==> config.mk <==
export PLATFORM = sky130hd
export DESIGN_NAME = hit_trg_count
export DESIGN_NICKNAME = d
export VERILOG_FILES = /design/src/design/monit_cfg_pkg.sv /design/src/design/monit_types_pkg.sv /design/src/design/pulse_mon_if.sv /design/src/design/hit_trg_count.sv /design/src/design/tmr_event_counter.sv /design/src/design/hit_monit_group.sv /design/src/design/sat_err_counter.sv /design/src/design/pulse_width_monitor.sv /design/src/design/edge_event_counters.sv
export SDC_FILE = /design/constraint.sdc
export NUM_CORES = 1
export LEC_CHECK = 0
export BUFFER_PORTS_ARGS = -buffer_cell sky130_fd_sc_hd__buf_2
export CORE_MARGIN = 2
export CORE_UTILIZATION = 39
export CTS_CLUSTER_DIAMETER = 40
export DETAILED_ROUTE_END_ITERATION = 10
export GPL_TIMING_DRIVEN = 0
export PLACE_DENSITY = 0.61
export SYNTH_ARGS = -nofsm -noshare
export SYNTH_HDL_FRONTEND = slang
export SYNTH_SLANG_ARGS = --single-unit
==> constraint.sdc <==
create_clock -name clk_in -period 4.3 [get_ports clk_in]
set_input_delay 0.43 -clock clk_in [delete_from_list [all_inputs] [get_ports clk_in]]
set_output_delay 0.43 -clock clk_in [all_outputs]
set_load 0.02 [all_outputs]
==> src/design/monit_cfg_pkg.sv <==
`default_nettype none

package monit_cfg_pkg;

	// front end line counts
	localparam int NUM_HIT  = 8; // synchronized hit lines
	localparam int NUM_BUSY = 2; // synchronized busy lines

	// nominal pulse widths in 50 MHz cycles, 160 ns
	localparam int HIT_WIDTH  = 8; // good hit pulse is 8 to 11 cycles
	localparam int BUSY_WIDTH = 8; // same window for busy

	// counter widths
	localparam int RATE_CNT_W  = 32; // hit rate counters
	localparam int EVT_CNT_W   = 16; // event counters and busy rate
	localparam int ERR_CNT_W   = 8;  // saturating error counters
	localparam int WIDTH_CNT_W = 4;  // pulse length, must hold HIT_WIDTH + 3

endpackage : monit_cfg_pkg

`default_nettype wire
==> src/design/monit_types_pkg.sv <==
`default_nettype none

package monit_types_pkg;

	// channel selects
	typedef logic [$clog2(monit_cfg_pkg::NUM_HIT)-1:0]  hit_sel_t;  // 3 bits for 8 lines
	typedef logic [$clog2(monit_cfg_pkg::NUM_BUSY)-1:0] busy_sel_t; // 1 bit for 2 lines

	// counts
	typedef logic [monit_cfg_pkg::EVT_CNT_W-1:0]   evt_cnt_t;   // wraps at 2^16
	typedef logic [monit_cfg_pkg::RATE_CNT_W-1:0]  rate_cnt_t;  // per-window hit rate
	typedef logic [monit_cfg_pkg::ERR_CNT_W-1:0]   err_cnt_t;   // saturates at 255
	typedef logic [monit_cfg_pkg::WIDTH_CNT_W-1:0] width_cnt_t; // high cycles of one pulse

	// width check fsm
	typedef enum logic {
		WIDTH_IDLE  = 1'b0, // waiting for a rise
		WIDTH_CHECK = 1'b1  // timing an open pulse
	} width_state_t;

endpackage : monit_types_pkg

`default_nettype wire

==> src/design/pulse_mon_if.sv <==
`timescale 1ns/1ps
`default_nettype none

interface pulse_mon_if #(
	parameter int CNT_W = 32 // rate counter width on the mon side
);
	logic             level;     // selected line, high while the pulse lasts
	logic             rise;      // first high cycle of that line
	logic             clear;     // update_end level, restarts the window
	logic             width_err; // one cycle per bad pulse
	logic [CNT_W-1:0] rate_cnt;  // pulses seen since the last clear

	modport src (output level, rise, clear, input width_err, rate_cnt);
	modport mon (input level, rise, clear, output width_err, rate_cnt);

endinterface : pulse_mon_if

`default_nettype wire

==> src/design/hit_trg_count.sv <==
`timescale 1ns/1ps
`default_nettype none

module hit_trg_count (
	input  wire logic                               clk_in,
	input  wire logic                               rst_in,
	input  wire logic [monit_cfg_pkg::NUM_HIT-1:0]  hit_syn,
	input  wire logic [monit_cfg_pkg::NUM_BUSY-1:0] busy_syn,
	input  wire logic                               hit_start,
	input  wire logic                               update_end,  // register block done reading
	input  wire logic                               eff_trg,
	input  wire logic                               coincid_trg,
	input  wire logic                               logic_match,
	input  wire logic                               ext_trg_syn,
	input  wire monit_types_pkg::hit_sel_t          hit_monit_fix_sel,
	input  wire monit_types_pkg::busy_sel_t         busy_monit_fix_sel,
	output monit_types_pkg::hit_sel_t               hit_monit_sel,
	output monit_types_pkg::err_cnt_t               hit_monit_err_cnt,
	output monit_types_pkg::err_cnt_t               busy_monit_err_cnt,
	output monit_types_pkg::rate_cnt_t              hit_monit_cnt_0, // fixed hit line
	output monit_types_pkg::rate_cnt_t              hit_monit_cnt_1, // rotating hit line
	output monit_types_pkg::evt_cnt_t               busy_monit_cnt,
	output monit_types_pkg::evt_cnt_t               hit_start_cnt,
	output monit_types_pkg::evt_cnt_t               logic_match_cnt,
	output monit_types_pkg::evt_cnt_t               eff_trg_cnt,
	output monit_types_pkg::evt_cnt_t               coincid_trg_cnt,
	output monit_types_pkg::evt_cnt_t               ext_trg_cnt
);
	logic [monit_cfg_pkg::NUM_HIT-1:0]  hit_rise;
	logic [monit_cfg_pkg::NUM_BUSY-1:0] busy_rise;
	logic                               update_rise;

	pulse_mon_if #(.CNT_W(monit_cfg_pkg::EVT_CNT_W)) busy_if ();

	edge_event_counters i_edges (
		.clk_in          (clk_in),
		.rst_in          (rst_in),
		.hit_syn         (hit_syn),
		.busy_syn        (busy_syn),
		.update_end      (update_end),
		.hit_start       (hit_start),
		.coincid_trg     (coincid_trg),
		.logic_match     (logic_match),
		.ext_trg_syn     (ext_trg_syn),
		.hit_rise        (hit_rise),
		.busy_rise       (busy_rise),
		.update_rise     (update_rise),
		.hit_start_cnt   (hit_start_cnt),
		.coincid_trg_cnt (coincid_trg_cnt),
		.logic_match_cnt (logic_match_cnt),
		.ext_trg_cnt     (ext_trg_cnt)
	);

	hit_monit_group i_hit_grp (
		.clk_in        (clk_in),
		.rst_in        (rst_in),
		.hit_syn       (hit_syn),
		.hit_rise      (hit_rise),
		.update_end    (update_end),
		.update_rise   (update_rise),
		.fix_sel       (hit_monit_fix_sel),
		.hit_monit_sel (hit_monit_sel),
		.cnt_0         (hit_monit_cnt_0),
		.cnt_1         (hit_monit_cnt_1),
		.err_cnt       (hit_monit_err_cnt)
	);

	// busy side, one fixed line
	assign busy_if.level = busy_syn[busy_monit_fix_sel];
	assign busy_if.rise  = busy_rise[busy_monit_fix_sel];
	assign busy_if.clear = update_end;

	pulse_width_monitor #(
		.NOMINAL_WIDTH (monit_cfg_pkg::BUSY_WIDTH),
		.CNT_W         (monit_cfg_pkg::EVT_CNT_W)
	) i_busy_mon (
		.clk_in (clk_in),
		.rst_in (rst_in),
		.mon    (busy_if.mon)
	);

	assign busy_monit_cnt = busy_if.rate_cnt;

	sat_err_counter i_busy_err (
		.clk_in  (clk_in),
		.rst_in  (rst_in),
		.clear   (update_end),
		.inc     (busy_if.width_err),
		.err_cnt (busy_monit_err_cnt)
	);

	tmr_event_counter i_eff_trg (
		.clk_in (clk_in),
		.rst_in (rst_in),
		.inc    (eff_trg), // level count, every high cycle
		.cnt    (eff_trg_cnt)
	);

endmodule : hit_trg_count

`default_nettype wire

==> src/design/tmr_event_counter.sv <==
`timescale 1ns/1ps
`default_nettype none

module tmr_event_counter (
	input  wire logic                 clk_in,
	input  wire logic                 rst_in,
	input  wire logic                 inc,  // count this cycle
	output monit_types_pkg::evt_cnt_t cnt   // voted and registered, serves as trigger id
);
	monit_types_pkg::evt_cnt_t cnt_a;
	monit_types_pkg::evt_cnt_t cnt_b;
	monit_types_pkg::evt_cnt_t cnt_c;
	monit_types_pkg::evt_cnt_t voted;
	logic                      mismatch;

	assign voted    = (cnt_a & cnt_b) | (cnt_a & cnt_c) | (cnt_b & cnt_c); // bitwise 2 of 3
	assign mismatch = (cnt_a != cnt_b) || (cnt_a != cnt_c);

	always_ff @(posedge clk_in) begin
		if (rst_in) begin
			cnt_a <= '0;
			cnt_b <= '0;
			cnt_c <= '0;
		end else if (inc) begin
			cnt_a <= cnt_a + 1'b1; // copies step on their own
			cnt_b <= cnt_b + 1'b1;
			cnt_c <= cnt_c + 1'b1;
		end else if (mismatch) begin
			cnt_a <= voted; // scrub in an idle cycle
			cnt_b <= voted;
			cnt_c <= voted;
		end
	end

	always_ff @(posedge clk_in) begin
		if (rst_in) begin
			cnt <= '0;
		end else begin
			cnt <= voted; // extra stage keeps the voter off the output path
		end
	end

endmodule : tmr_event_counter

`default_nettype wire

==> src/design/hit_monit_group.sv <==
`timescale 1ns/1ps
`default_nettype none

module hit_monit_group (
	input  wire logic                              clk_in,
	input  wire logic                              rst_in,
	input  wire logic [monit_cfg_pkg::NUM_HIT-1:0] hit_syn,
	input  wire logic [monit_cfg_pkg::NUM_HIT-1:0] hit_rise,
	input  wire logic                              update_end,
	input  wire logic                              update_rise,
	input  wire monit_types_pkg::hit_sel_t         fix_sel,
	output monit_types_pkg::hit_sel_t              hit_monit_sel,
	output monit_types_pkg::rate_cnt_t             cnt_0,
	output monit_types_pkg::rate_cnt_t             cnt_1,
	output monit_types_pkg::err_cnt_t              err_cnt
);
	monit_types_pkg::hit_sel_t  line_sel [2]; // 0 fixed line, 1 rotating line
	monit_types_pkg::rate_cnt_t rate     [2];
	logic [1:0]                 err_flag;

	// rotating selector, moves on once the register block has read the window
	always_ff @(posedge clk_in) begin
		if (rst_in) begin
			hit_monit_sel <= '0;
		end else if (update_rise) begin
			hit_monit_sel <= hit_monit_sel + 1'b1; // wraps after 7
		end
	end

	assign line_sel[0] = fix_sel;
	assign line_sel[1] = hit_monit_sel;

	for (genvar i = 0; i < 2; i++) begin : g_mon
		pulse_mon_if #(.CNT_W(monit_cfg_pkg::RATE_CNT_W)) mon_if ();

		assign mon_if.level = hit_syn[line_sel[i]];
		assign mon_if.rise  = hit_rise[line_sel[i]];
		assign mon_if.clear = update_end;

		pulse_width_monitor #(
			.NOMINAL_WIDTH (monit_cfg_pkg::HIT_WIDTH),
			.CNT_W         (monit_cfg_pkg::RATE_CNT_W)
		) i_mon (
			.clk_in (clk_in),
			.rst_in (rst_in),
			.mon    (mon_if.mon)
		);

		assign err_flag[i] = mon_if.width_err;
		assign rate[i]     = mon_if.rate_cnt;
	end

	assign cnt_0 = rate[0];
	assign cnt_1 = rate[1];

	// same pulse on both monitors counts once
	sat_err_counter i_err_cnt (
		.clk_in  (clk_in),
		.rst_in  (rst_in),
		.clear   (update_end),
		.inc     (|err_flag),
		.err_cnt (err_cnt)
	);

endmodule : hit_monit_group

`default_nettype wire

==> src/design/sat_err_counter.sv <==
`timescale 1ns/1ps
`default_nettype none

module sat_err_counter (
	input  wire logic                 clk_in,
	input  wire logic                 rst_in,
	input  wire logic                 clear,  // update_end level
	input  wire logic                 inc,    // one error this cycle
	output monit_types_pkg::err_cnt_t err_cnt
);
	always_ff @(posedge clk_in) begin
		if (rst_in || clear) begin
			err_cnt <= '0;
		end else if (inc && (err_cnt != '1)) begin
			err_cnt <= err_cnt + 1'b1; // stops at all ones
		end
	end

endmodule : sat_err_counter

`default_nettype wire

==> src/design/pulse_width_monitor.sv <==
`timescale 1ns/1ps
`default_nettype none

module pulse_width_monitor #(
	parameter int NOMINAL_WIDTH = monit_cfg_pkg::HIT_WIDTH,  // shortest good pulse
	parameter int CNT_W         = monit_cfg_pkg::RATE_CNT_W  // rate counter width
) (
	input  wire logic clk_in,
	input  wire logic rst_in,
	pulse_mon_if.mon  mon
);
	monit_types_pkg::width_state_t state;
	monit_types_pkg::width_cnt_t   width_cnt; // high cycles seen before the current one
	logic                          err_q;
	logic [CNT_W-1:0]              rate_q;

	// rate counter, restarts with every update window
	always_ff @(posedge clk_in) begin
		if (rst_in) begin
			rate_q <= '0;
		end else if (mon.clear) begin
			rate_q <= '0;
		end else if (mon.rise) begin
			rate_q <= rate_q + 1'b1;
		end
	end

	// width check, good pulse is NOMINAL_WIDTH to NOMINAL_WIDTH + 3 cycles
	always_ff @(posedge clk_in) begin
		if (rst_in) begin
			state     <= monit_types_pkg::WIDTH_IDLE;
			width_cnt <= '0;
			err_q     <= 1'b0;
		end else begin
			err_q <= 1'b0; // flag lasts one cycle
			case (state)
				monit_types_pkg::WIDTH_IDLE: begin
					if (mon.rise && !mon.clear) begin // pulses opening under clear are ignored
						state     <= monit_types_pkg::WIDTH_CHECK;
						width_cnt <= monit_types_pkg::width_cnt_t'(1); // rise cycle is cycle 1
					end
				end
				monit_types_pkg::WIDTH_CHECK: begin
					if (mon.clear) begin
						state <= monit_types_pkg::WIDTH_IDLE; // window restarts, drop this pulse
					end else if (mon.level) begin
						if (width_cnt >= monit_types_pkg::width_cnt_t'(NOMINAL_WIDTH + 3)) begin
							err_q <= 1'b1; // one cycle past the window
							state <= monit_types_pkg::WIDTH_IDLE; // rest of pulse needs no rise
						end else begin
							width_cnt <= width_cnt + 1'b1;
						end
					end else begin
						// falling edge, width_cnt is the full pulse length
						err_q <= (width_cnt < monit_types_pkg::width_cnt_t'(NOMINAL_WIDTH));
						state <= monit_types_pkg::WIDTH_IDLE;
					end
				end
				default: state <= monit_types_pkg::WIDTH_IDLE;
			endcase
		end
	end

	assign mon.width_err = err_q;
	assign mon.rate_cnt  = rate_q;

endmodule : pulse_width_monitor

`default_nettype wire

==> src/design/edge_event_counters.sv <==
`timescale 1ns/1ps
`default_nettype none

module edge_event_counters (
	input  wire logic                               clk_in,
	input  wire logic                               rst_in,
	input  wire logic [monit_cfg_pkg::NUM_HIT-1:0]  hit_syn,
	input  wire logic [monit_cfg_pkg::NUM_BUSY-1:0] busy_syn,
	input  wire logic                               update_end,
	input  wire logic                               hit_start,
	input  wire logic                               coincid_trg,
	input  wire logic                               logic_match,
	input  wire logic                               ext_trg_syn,
	output logic [monit_cfg_pkg::NUM_HIT-1:0]       hit_rise,
	output logic [monit_cfg_pkg::NUM_BUSY-1:0]      busy_rise,
	output logic                                    update_rise,
	output monit_types_pkg::evt_cnt_t               hit_start_cnt,
	output monit_types_pkg::evt_cnt_t               coincid_trg_cnt,
	output monit_types_pkg::evt_cnt_t               logic_match_cnt,
	output monit_types_pkg::evt_cnt_t               ext_trg_cnt
);
	logic [monit_cfg_pkg::NUM_HIT-1:0]  hit_q;    // previous cycle of each hit line
	logic [monit_cfg_pkg::NUM_BUSY-1:0] busy_q;   // previous cycle of each busy line
	logic                               update_q; // previous update_end
	logic [3:0]                         evt_in;   // hit start, coincid, logic match, ext trg
	logic [3:0]                         evt_q;
	logic [3:0]                         evt_rise;
	monit_types_pkg::evt_cnt_t          evt_cnt [4];

	assign evt_in      = {ext_trg_syn, logic_match, coincid_trg, hit_start};
	assign evt_rise    = evt_in & ~evt_q;
	assign hit_rise    = hit_syn & ~hit_q;     // high now, low last cycle
	assign busy_rise   = busy_syn & ~busy_q;
	assign update_rise = update_end & ~update_q;

	always_ff @(posedge clk_in) begin
		if (rst_in) begin
			hit_q    <= '0;
			busy_q   <= '0;
			update_q <= 1'b0;
			evt_q    <= '0;
			for (int i = 0; i < 4; i++) begin
				evt_cnt[i] <= '0;
			end
		end else begin
			hit_q    <= hit_syn;
			busy_q   <= busy_syn;
			update_q <= update_end;
			evt_q    <= evt_in;
			for (int i = 0; i < 4; i++) begin
				if (evt_rise[i]) begin
					evt_cnt[i] <= evt_cnt[i] + 1'b1; // wraps at 16 bits
				end
			end
		end
	end

	assign hit_start_cnt   = evt_cnt[0];
	assign coincid_trg_cnt = evt_cnt[1];
	assign logic_match_cnt = evt_cnt[2];
	assign ext_trg_cnt     = evt_cnt[3];

endmodule : edge_event_counters

`default_nettype wire

==> out/results.tsv, run 1 <==
metric	value	unit
status	finished clean	
# fillers	3292	
DRT antenna net count	0	
hold wc startpoint	busy_syn[0]	
RR Endpoint	i_eff_trg.cnt_b[11]	
clock buffer depth	3	
commonest non-fill, non-tap cells in the layout	209 x buf_2, 196 x dfxtp_1, 154 x nor2_1	
Main synth FF type	dfxtp_1	
switching share of power	26.8	%
via count	12700	
FFs w/ async S/R, synth	0	%
Mapped Area	13400	um2
yosys warns	0	
Internal	5050	uW
most common cell after layout, fill and taps aside	buf_2	
Achievable Freq	307	MHz
routed len/inst	17.8	um
fin util	48.9	%
share of cells above drive strength 1	17.8	%
TritonCTS clock tree	built	
Arrival @ worst endpoint	3.70	ns
WL final	40.1	mm
Clk Latency, worst-skew pair	0.53	ns
Hold Vio Cnt, Final	0	
count of flip-flops with a built-in enable after synthesis	64	
initial drt markers	871	
Max FO, Critical Path	10	
leakage	0.00628	uW
root buf cell	clkbuf_16	
critical path startpoint category	flop	
Psw	1850	uW
die width	189	um
initial antenna violation count	1	
post-CTS setup buffers	0	
Avg Cell Area, Syn	8.83	um2
Avg Vias per Cell	5.65	
Die Span Y	189	um
Clk pwr share	52.1	%
CTS clk-pin slew, worst paths	0.06	ns
Finished Layout Cells	2248	
power density cells	418	nW/um2
Clock Sinks	260	
total power	6900	uW
Yosys reg bits	260	
Worst EP required	4.75	ns
Worst VDD drop	0.000244	V
GPL Wtd Cong	0.924	
Critical Path Max Stage Delay	0.82	ns
Hold Path Class	input pin to flop	
hpwl dp	28.7	mm
I/O pin count	201	
Max Cap Violations	0	
starting density of the core	39.7	%
Hold Buf Count CTS	0	
flop-to-flop setup slack	1.05	ns
CP max stage cell	nor4_2	
H-tree levels	2	
Worst Skew	0.0149	ns
Max-slew headroom	39.6	%
critical path capture point type	flop	
fin area	16500	um2
area delta synth->final	23.1	%
Seq/Total Area, Yosys	43.6	%
worst hold path endpoint	i_edges.busy_q[0]	
dpl cell area	15000	um2
period utilisation layout	75.6	%
unrepaired setup endpoints after global routing	false	
Cells on Worst Hold Path	2	
worst path cell trace	ha_1, nor4_1, nand4_1, nor4_2, clkbuf_1, o21ai_0, a21oi_1	
Num CTS Buffers	44	
GRT Total Usage	21.7	%
drt pass-1 iters	7	
final setup TNS	0	ns
post_cts resized	0	
largest net degree at the start of global routing	17	
Worst Path Class, Setup	flop to flop	
GRT Residual Overflow	0	
Sequential Power Share	38.9	%
Worst-Margin Slew	0.899	ns
first-pass GRT wire length	63.5	mm
Combinational Power Share	9.0	%
Nets	1833	
Die Area	35800	um2
num rows	67	
Synth cell types	70	
R2R Path Start	i_eff_trg.cnt_c[10]	
Tmin final	3.25	ns
Syn Inst Count	1517	
Slew Limit Fails	0	
number of remaining DRC errors	0	
core area	33700	um2
vias in the first global route	12000	
cell total after placement	2165	
Worst Reg-to-Reg Cells	7	
Synth Net Count	1587	
Setup-failing EPs final	0	
PortBufs	200	
==> cell families (layout without fill, tap and decap cells) <==
group,count (synthesis),after routing,synth area share (%)
AOI/OAI and AO/OA,366,366,15.9
xor gates and xnor gates,73,73,4.77
adders and majority gates,48,48,4.48
buffers and inverters,111,393,3.42
DFF,260,260,43.6
muxes,21,21,2.43
other,0,1,0
and+or+nand+nor,638,638,25.3
==> synth_stat cells (8+ instances only) <==
| cell type | instances | area share (%) |
|---|---|---|
| clkbuf_1 | 54 | 1.5 |
| o21ai_0 | 113 | 4.2 |
| ha_1 | 48 | 4.5 |
| nand3b_1 | 8 | 0.45 |
| nand4_1 | 57 | 2.7 |
| mux4_2 | 8 | 1.3 |
| and4_1 | 16 | 1.0 |
| o21a_1 | 11 | 0.62 |
| nand3_1 | 58 | 2.2 |
| and3_1 | 26 | 1.2 |
| edfxtp_1 | 64 | 14 |
| nor3_1 | 36 | 1.3 |
| mux2i_1 | 10 | 0.75 |
| a211oi_1 | 18 | 1.0 |
| nor2b_1 | 28 | 1.3 |
| xor2_1 | 43 | 2.8 |
| buf_2 | 9 | 0.34 |
| a21oi_1 | 136 | 5.1 |
| o21ai_1 | 12 | 0.45 |
| o31ai_1 | 31 | 1.7 |
| dfxtp_1 | 196 | 29 |
| nor4_1 | 25 | 1.2 |
| or4_1 | 40 | 2.2 |
| nor2_1 | 154 | 4.3 |
| inv_1 | 36 | 1.0 |
| or3_1 | 41 | 1.9 |
| and2_1 | 20 | 0.93 |
| nand2_1 | 100 | 2.8 |
| xnor2_1 | 30 | 2.0 |
==> cell type report <==
| class | count | area, um2 | share of cell area [%] |
|---|---|---|---|
| Clock buffer | 51 | 1190 | 7.22 |
| Tap cell | 448 | 561 | 3.40 |
| Timing Repair Buffer | 200 | 1000 | 6.07 |
| Buffer | 74 | 319 | 1.94 |
| Multi-Input combinational cell | 1146 | 7090 | 43.0 |
| Inverter | 37 | 139 | 0.842 |
| Antenna cell | 1 | 2.50 | 0.0152 |
| Sequential cell | 260 | 5850 | 35.5 |
| Clock inverter | 31 | 340 | 2.06 |
==> critical path, delay by kind of cell (launching register included) <==
family,cells,cell delay (ns)
flip-flops,1,0.43
AND/OR/NAND/NOR,3,1.58
AO/OA/AOI/OAI,2,0.37
buffers and inverters,1,0.53
adder cells (fa/ha/maj),1,0.28
==> through the flow <==
| stage | hold slack (ns) | setup WS (ns) |
|---|---|---|
| floorplan | 0.452 | 2.10 |
| global placement | 0.467 | 1.26 |
| detailed placement | 0.473 | 1.23 |
| CTS | 0.128 | 1.22 |
| global route | 0.148 | 0.824 |
| finish | 0.143 | 1.05 |
==> per-layer routing <==
metal	share of wire, %	wire length, um	global-route usage (%)
met4	3.2	1270	8.20
met5	0	0	0
met2	46	18600	35.3
met3	6.3	2540	3.71
met1	44	17700	28.8
==> power by group through the flow <==
stage	Sequential [uW]	Combinational, uW	Clock [uW]
global placement	2730	613	0
detailed placement	2730	619	0
finish	2680	622	3600
floorplan	2760	341	0
CTS	2680	622	3650
global route	2690	679	3790
==> sequential cells by signal, indices dropped and copies added (netlist names), 8 cells and up <==
register                            flops
i_hit_grp.g_mon.i_mon.mon.rate_cnt     64
i_busy_err.err_cnt                      8
i_hit_grp.g_mon.i_mon.width_cnt         8
i_busy_mon.mon.rate_cnt                16
i_edges.evt_cnt                        64
i_eff_trg.cnt_a                        16
i_eff_trg.cnt_c                        16
i_eff_trg.cnt                          16
i_eff_trg.cnt_b                        16
i_hit_grp.i_err_cnt.err_cnt             8
i_edges.hit_q                           8
==> how the worst max path moves through the flow <==
stage / startpoint / endpoint / slack, ns / cells after the start
3_5_place_dp: i_eff_trg.cnt_c[10] / i_eff_trg.cnt_c[15] / 1.23 / 7
4_1_cts: i_eff_trg.cnt_a[13] / i_eff_trg.cnt_c[15] / 1.22 / 7
5_1_grt: i_eff_trg.cnt_a[10] / i_eff_trg.cnt_b[12] / 0.82 / 7
6_report: i_eff_trg.cnt_c[10] / i_eff_trg.cnt_b[11] / 1.05 / 7
3_3_place_gp: i_eff_trg.cnt_c[10] / i_eff_trg.cnt_b[11] / 1.26 / 7
2_1_floorplan: i_eff_trg.cnt_b[3] / i_eff_trg.cnt_a[4] / 2.10 / 8
Note: power is estimated with default switching activity, not from simulation.
==> run 2: changes to the inputs <==
--- a/config.mk
+++ b/config.mk
@@ -5,13 +5,14 @@
 export SDC_FILE = /design/constraint.sdc
 export NUM_CORES = 1
 export LEC_CHECK = 0
+export ABC_AREA = 1
 export BUFFER_PORTS_ARGS = -buffer_cell sky130_fd_sc_hd__buf_2
 export CORE_MARGIN = 2
 export CORE_UTILIZATION = 39
 export CTS_CLUSTER_DIAMETER = 40
 export DETAILED_ROUTE_END_ITERATION = 10
 export GPL_TIMING_DRIVEN = 0
-export PLACE_DENSITY = 0.61
+export PLACE_DENSITY = 0.63
 export SYNTH_ARGS = -nofsm -noshare
 export SYNTH_HDL_FRONTEND = slang
 export SYNTH_SLANG_ARGS = --single-unit
==> constraint.sdc (replaced) <==
create_clock -name clk_in -period 2.7 [get_ports clk_in]
set_input_delay 0.27 -clock clk_in [delete_from_list [all_inputs] [get_ports clk_in]]
set_output_delay 0.27 -clock clk_in [all_outputs]
set_load 0.02 [all_outputs]
==> out/results.tsv, run 2 <==
metric	value	unit
Worst EP required	3.14	ns
Clk pwr share	45.8	%
starting density of the core	39.3	%
WL final	43.7	mm
Main synth FF type	dfxtp_1	
Sequential Power Share	35.4	%
largest net degree at the start of global routing	12	
count of flip-flops with a built-in enable after synthesis	64	
number of remaining DRC errors	0	
Min Hold Slack	0.164	ns
Synth area leader	dfxtp_1	
first-pass GRT wire length	70.4	mm
hpwl dp	32.9	mm
die width	198	um
DRT antenna net count	0	
Worst VDD drop	0.000625	V
Max Cap Violations	0	
RR Endpoint	i_eff_trg.cnt_c[12]	
Worst Path Class, Setup	flop to flop	
most common cell after layout, fill and taps aside	nand2_1	
fin util	48.5	%
initial drt markers	875	
Hold Vio Cnt, Final	0	
Syn Inst Count	2153	
GRT Total Usage	22.2	%
Max-slew headroom	30.8	%
CTS clk-pin slew, worst paths	0.05	ns
critical path startpoint category	flop	
TritonCTS clock tree	built	
period utilisation layout	89.7	%
hold wc startpoint	update_end	
# diodes	0	
Yosys reg bits	260	
Internal	9190	uW
Setup-failing EPs final	0	
Synth Net Count	2223	
Cells on Worst Hold Path	4	
Avg Vias per Cell	5.09	
initial antenna violation count	0	
power density cells	738	nW/um2
Tmin final	2.42	ns
count leader, synth	nand2_1	
Slew Limit Fails	0	
Die Area	39200	um2
clock buffer depth	3	
GPL Wtd Cong	0.986	
num rows	71	
critical path capture point type	flop	
vias in the first global route	14000	
post_cts resized	0	
commonest cells in the netlist	550 x nand2_1, 295 x nor2_1, 249 x inv_1	
Hold Path Class	input pin to flop	
commonest non-fill, non-tap cells in the layout	550 x nand2_1, 295 x nor2_1, 249 x inv_1	
Mapped Area	14700	um2
Worst-Margin Slew	1.03	ns
worst hold path endpoint	i_hit_grp.g_mon[1].i_mon.state	
drt pass-1 iters	6	
Worst Skew	0.0179	ns
R2R Path Start	i_eff_trg.cnt_c[6]	
post-CTS setup buffers	0	
share of cells above drive strength 1	13.7	%
core area	37400	um2
area delta synth->final	23.6	%
Avg Cell Area, Syn	6.82	um2
root buf cell	clkbuf_16	
Combinational Power Share	18.8	%
Clk Latency, worst-skew pair	0.56	ns
GRT Residual Overflow	0	
status	finished clean	
Clock Sinks	260	
leading post-synthesis cells by cell area	dfxtp_1 27%, nand2_1 14%, edfxtp_1 13%, nor2_1 7.5%, inv_1 6.4%	
yosys warns	0	
I/O pin count	201	
via count	15100	
FFs w/ async S/R, synth	0	%
Achievable Freq	413	MHz
PortBufs	199	
Synth cell types	44	
flop-to-flop setup slack	0.28	ns
Worst Reg-to-Reg Cells	8	
Arrival @ worst endpoint	2.86	ns
Psw	4210	uW
routed len/inst	14.7	um
Seq/Total Area, Yosys	39.8	%
switching share of power	31.4	%
Nets	2489	
Max FO, Critical Path	10	
Die Span Y	198	um
post-synth top area share	26.7	%
unrepaired setup endpoints after global routing	false	
leakage	0.00757	uW
Num CTS Buffers	47	
H-tree levels	2	
-- run 2: changes by cell type in the layout (fill, tap and decap cells not counted), moves of 35 or more --
cell	change
or4_1	-40
inv_1	+213
nand3_1	+84
or3_1	-40
a21oi_1	+42
nand2_1	+450
nor2_1	+141
nor3_1	+35
-- run 2: per-stage QoR --
step	power, uW	cells	worst slack, ns	TNS (ns)	cell area (um2)
6_report	13400	2968	0.278	0	18200
5_1_grt	14100	2968	0.0501	0	18200
4_1_cts	13500	2968	0.367	0	18200
3_5_place_dp	7310	2867	0.358	0	16400
3_3_place_gp	7260	2863	-0.121	-5.93	16300
2_1_floorplan	6440	2153	0.790	0	14700
-- run 2: per-layer routing --
layer  share of wire [%]  track usage [%]  up-vias
li1                    -                -     7645
met1                  45             29.2     6927
met2                  46             36.4      455
met3                 6.1             3.73       89
met4                 3.1             8.72        0
met5                   0                0        -
-- run 2: worst max path at each step --
stage                  startpoint                      to
2_1_floorplan         ext_trg_syn   i_edges.evt_cnt[3][0]
3_3_place_gp               rst_in  i_edges.evt_cnt[0][15]
3_5_place_dp               rst_in  i_edges.evt_cnt[0][15]
4_1_cts        i_eff_trg.cnt_c[6]      i_eff_trg.cnt_a[7]
5_1_grt        i_eff_trg.cnt_c[6]      i_eff_trg.cnt_a[6]
6_report       i_eff_trg.cnt_c[6]     i_eff_trg.cnt_c[12]
-- run 2: worst max-delay path, stage by stage (launching register included) --
cell	delay (ns)
dfxtp_1	0.55
ha_1	0.30
nor4_1	0.51
nand2_1	0.13
nor2_2	0.19
inv_2	0.06
clkbuf_1	0.25
o21ai_0	0.24
nor2_1	0.07
-- run 2: area by class of cell --
cell class / count / area [um2]
fillers: 3743 / 19200
multi-input cells: 1586 / 7630
plain buffers: 51 / 244
inverters: 256 / 966
repair buffers: 217 / 1180
well taps: 511 / 639
flip-flops and latches: 260 / 5850
clock buffers: 57 / 1300
clock inverters: 30 / 352
-- run 2: kinds of logic after synthesis --
family	share of synthesized area [%]
AOI/OAI and AO/OA	12.4
xor gates and xnor gates	1.91
adders and majority gates	4.09
buffers and inverters	8.24
DFF	39.8
and+or+nand+nor	33.5
-- run 2: power by group through the flow --
| stage | registers [uW] | clock network [uW] | logic (uW) |
|---|---|---|---|
| CTS | 4740 | 6250 | 2530 |
| finish | 4750 | 6140 | 2520 |
| global placement | 4800 | 0 | 2460 |
| detailed placement | 4810 | 0 | 2500 |
| global route | 4790 | 6430 | 2900 |
| floorplan | 4790 | 0 | 1650 |
-- run 2: what timing repair did --
item	CTS	global route
setup endpoints to repair	0	0
hold endpoints to repair	14	0
hold buffers	14	0
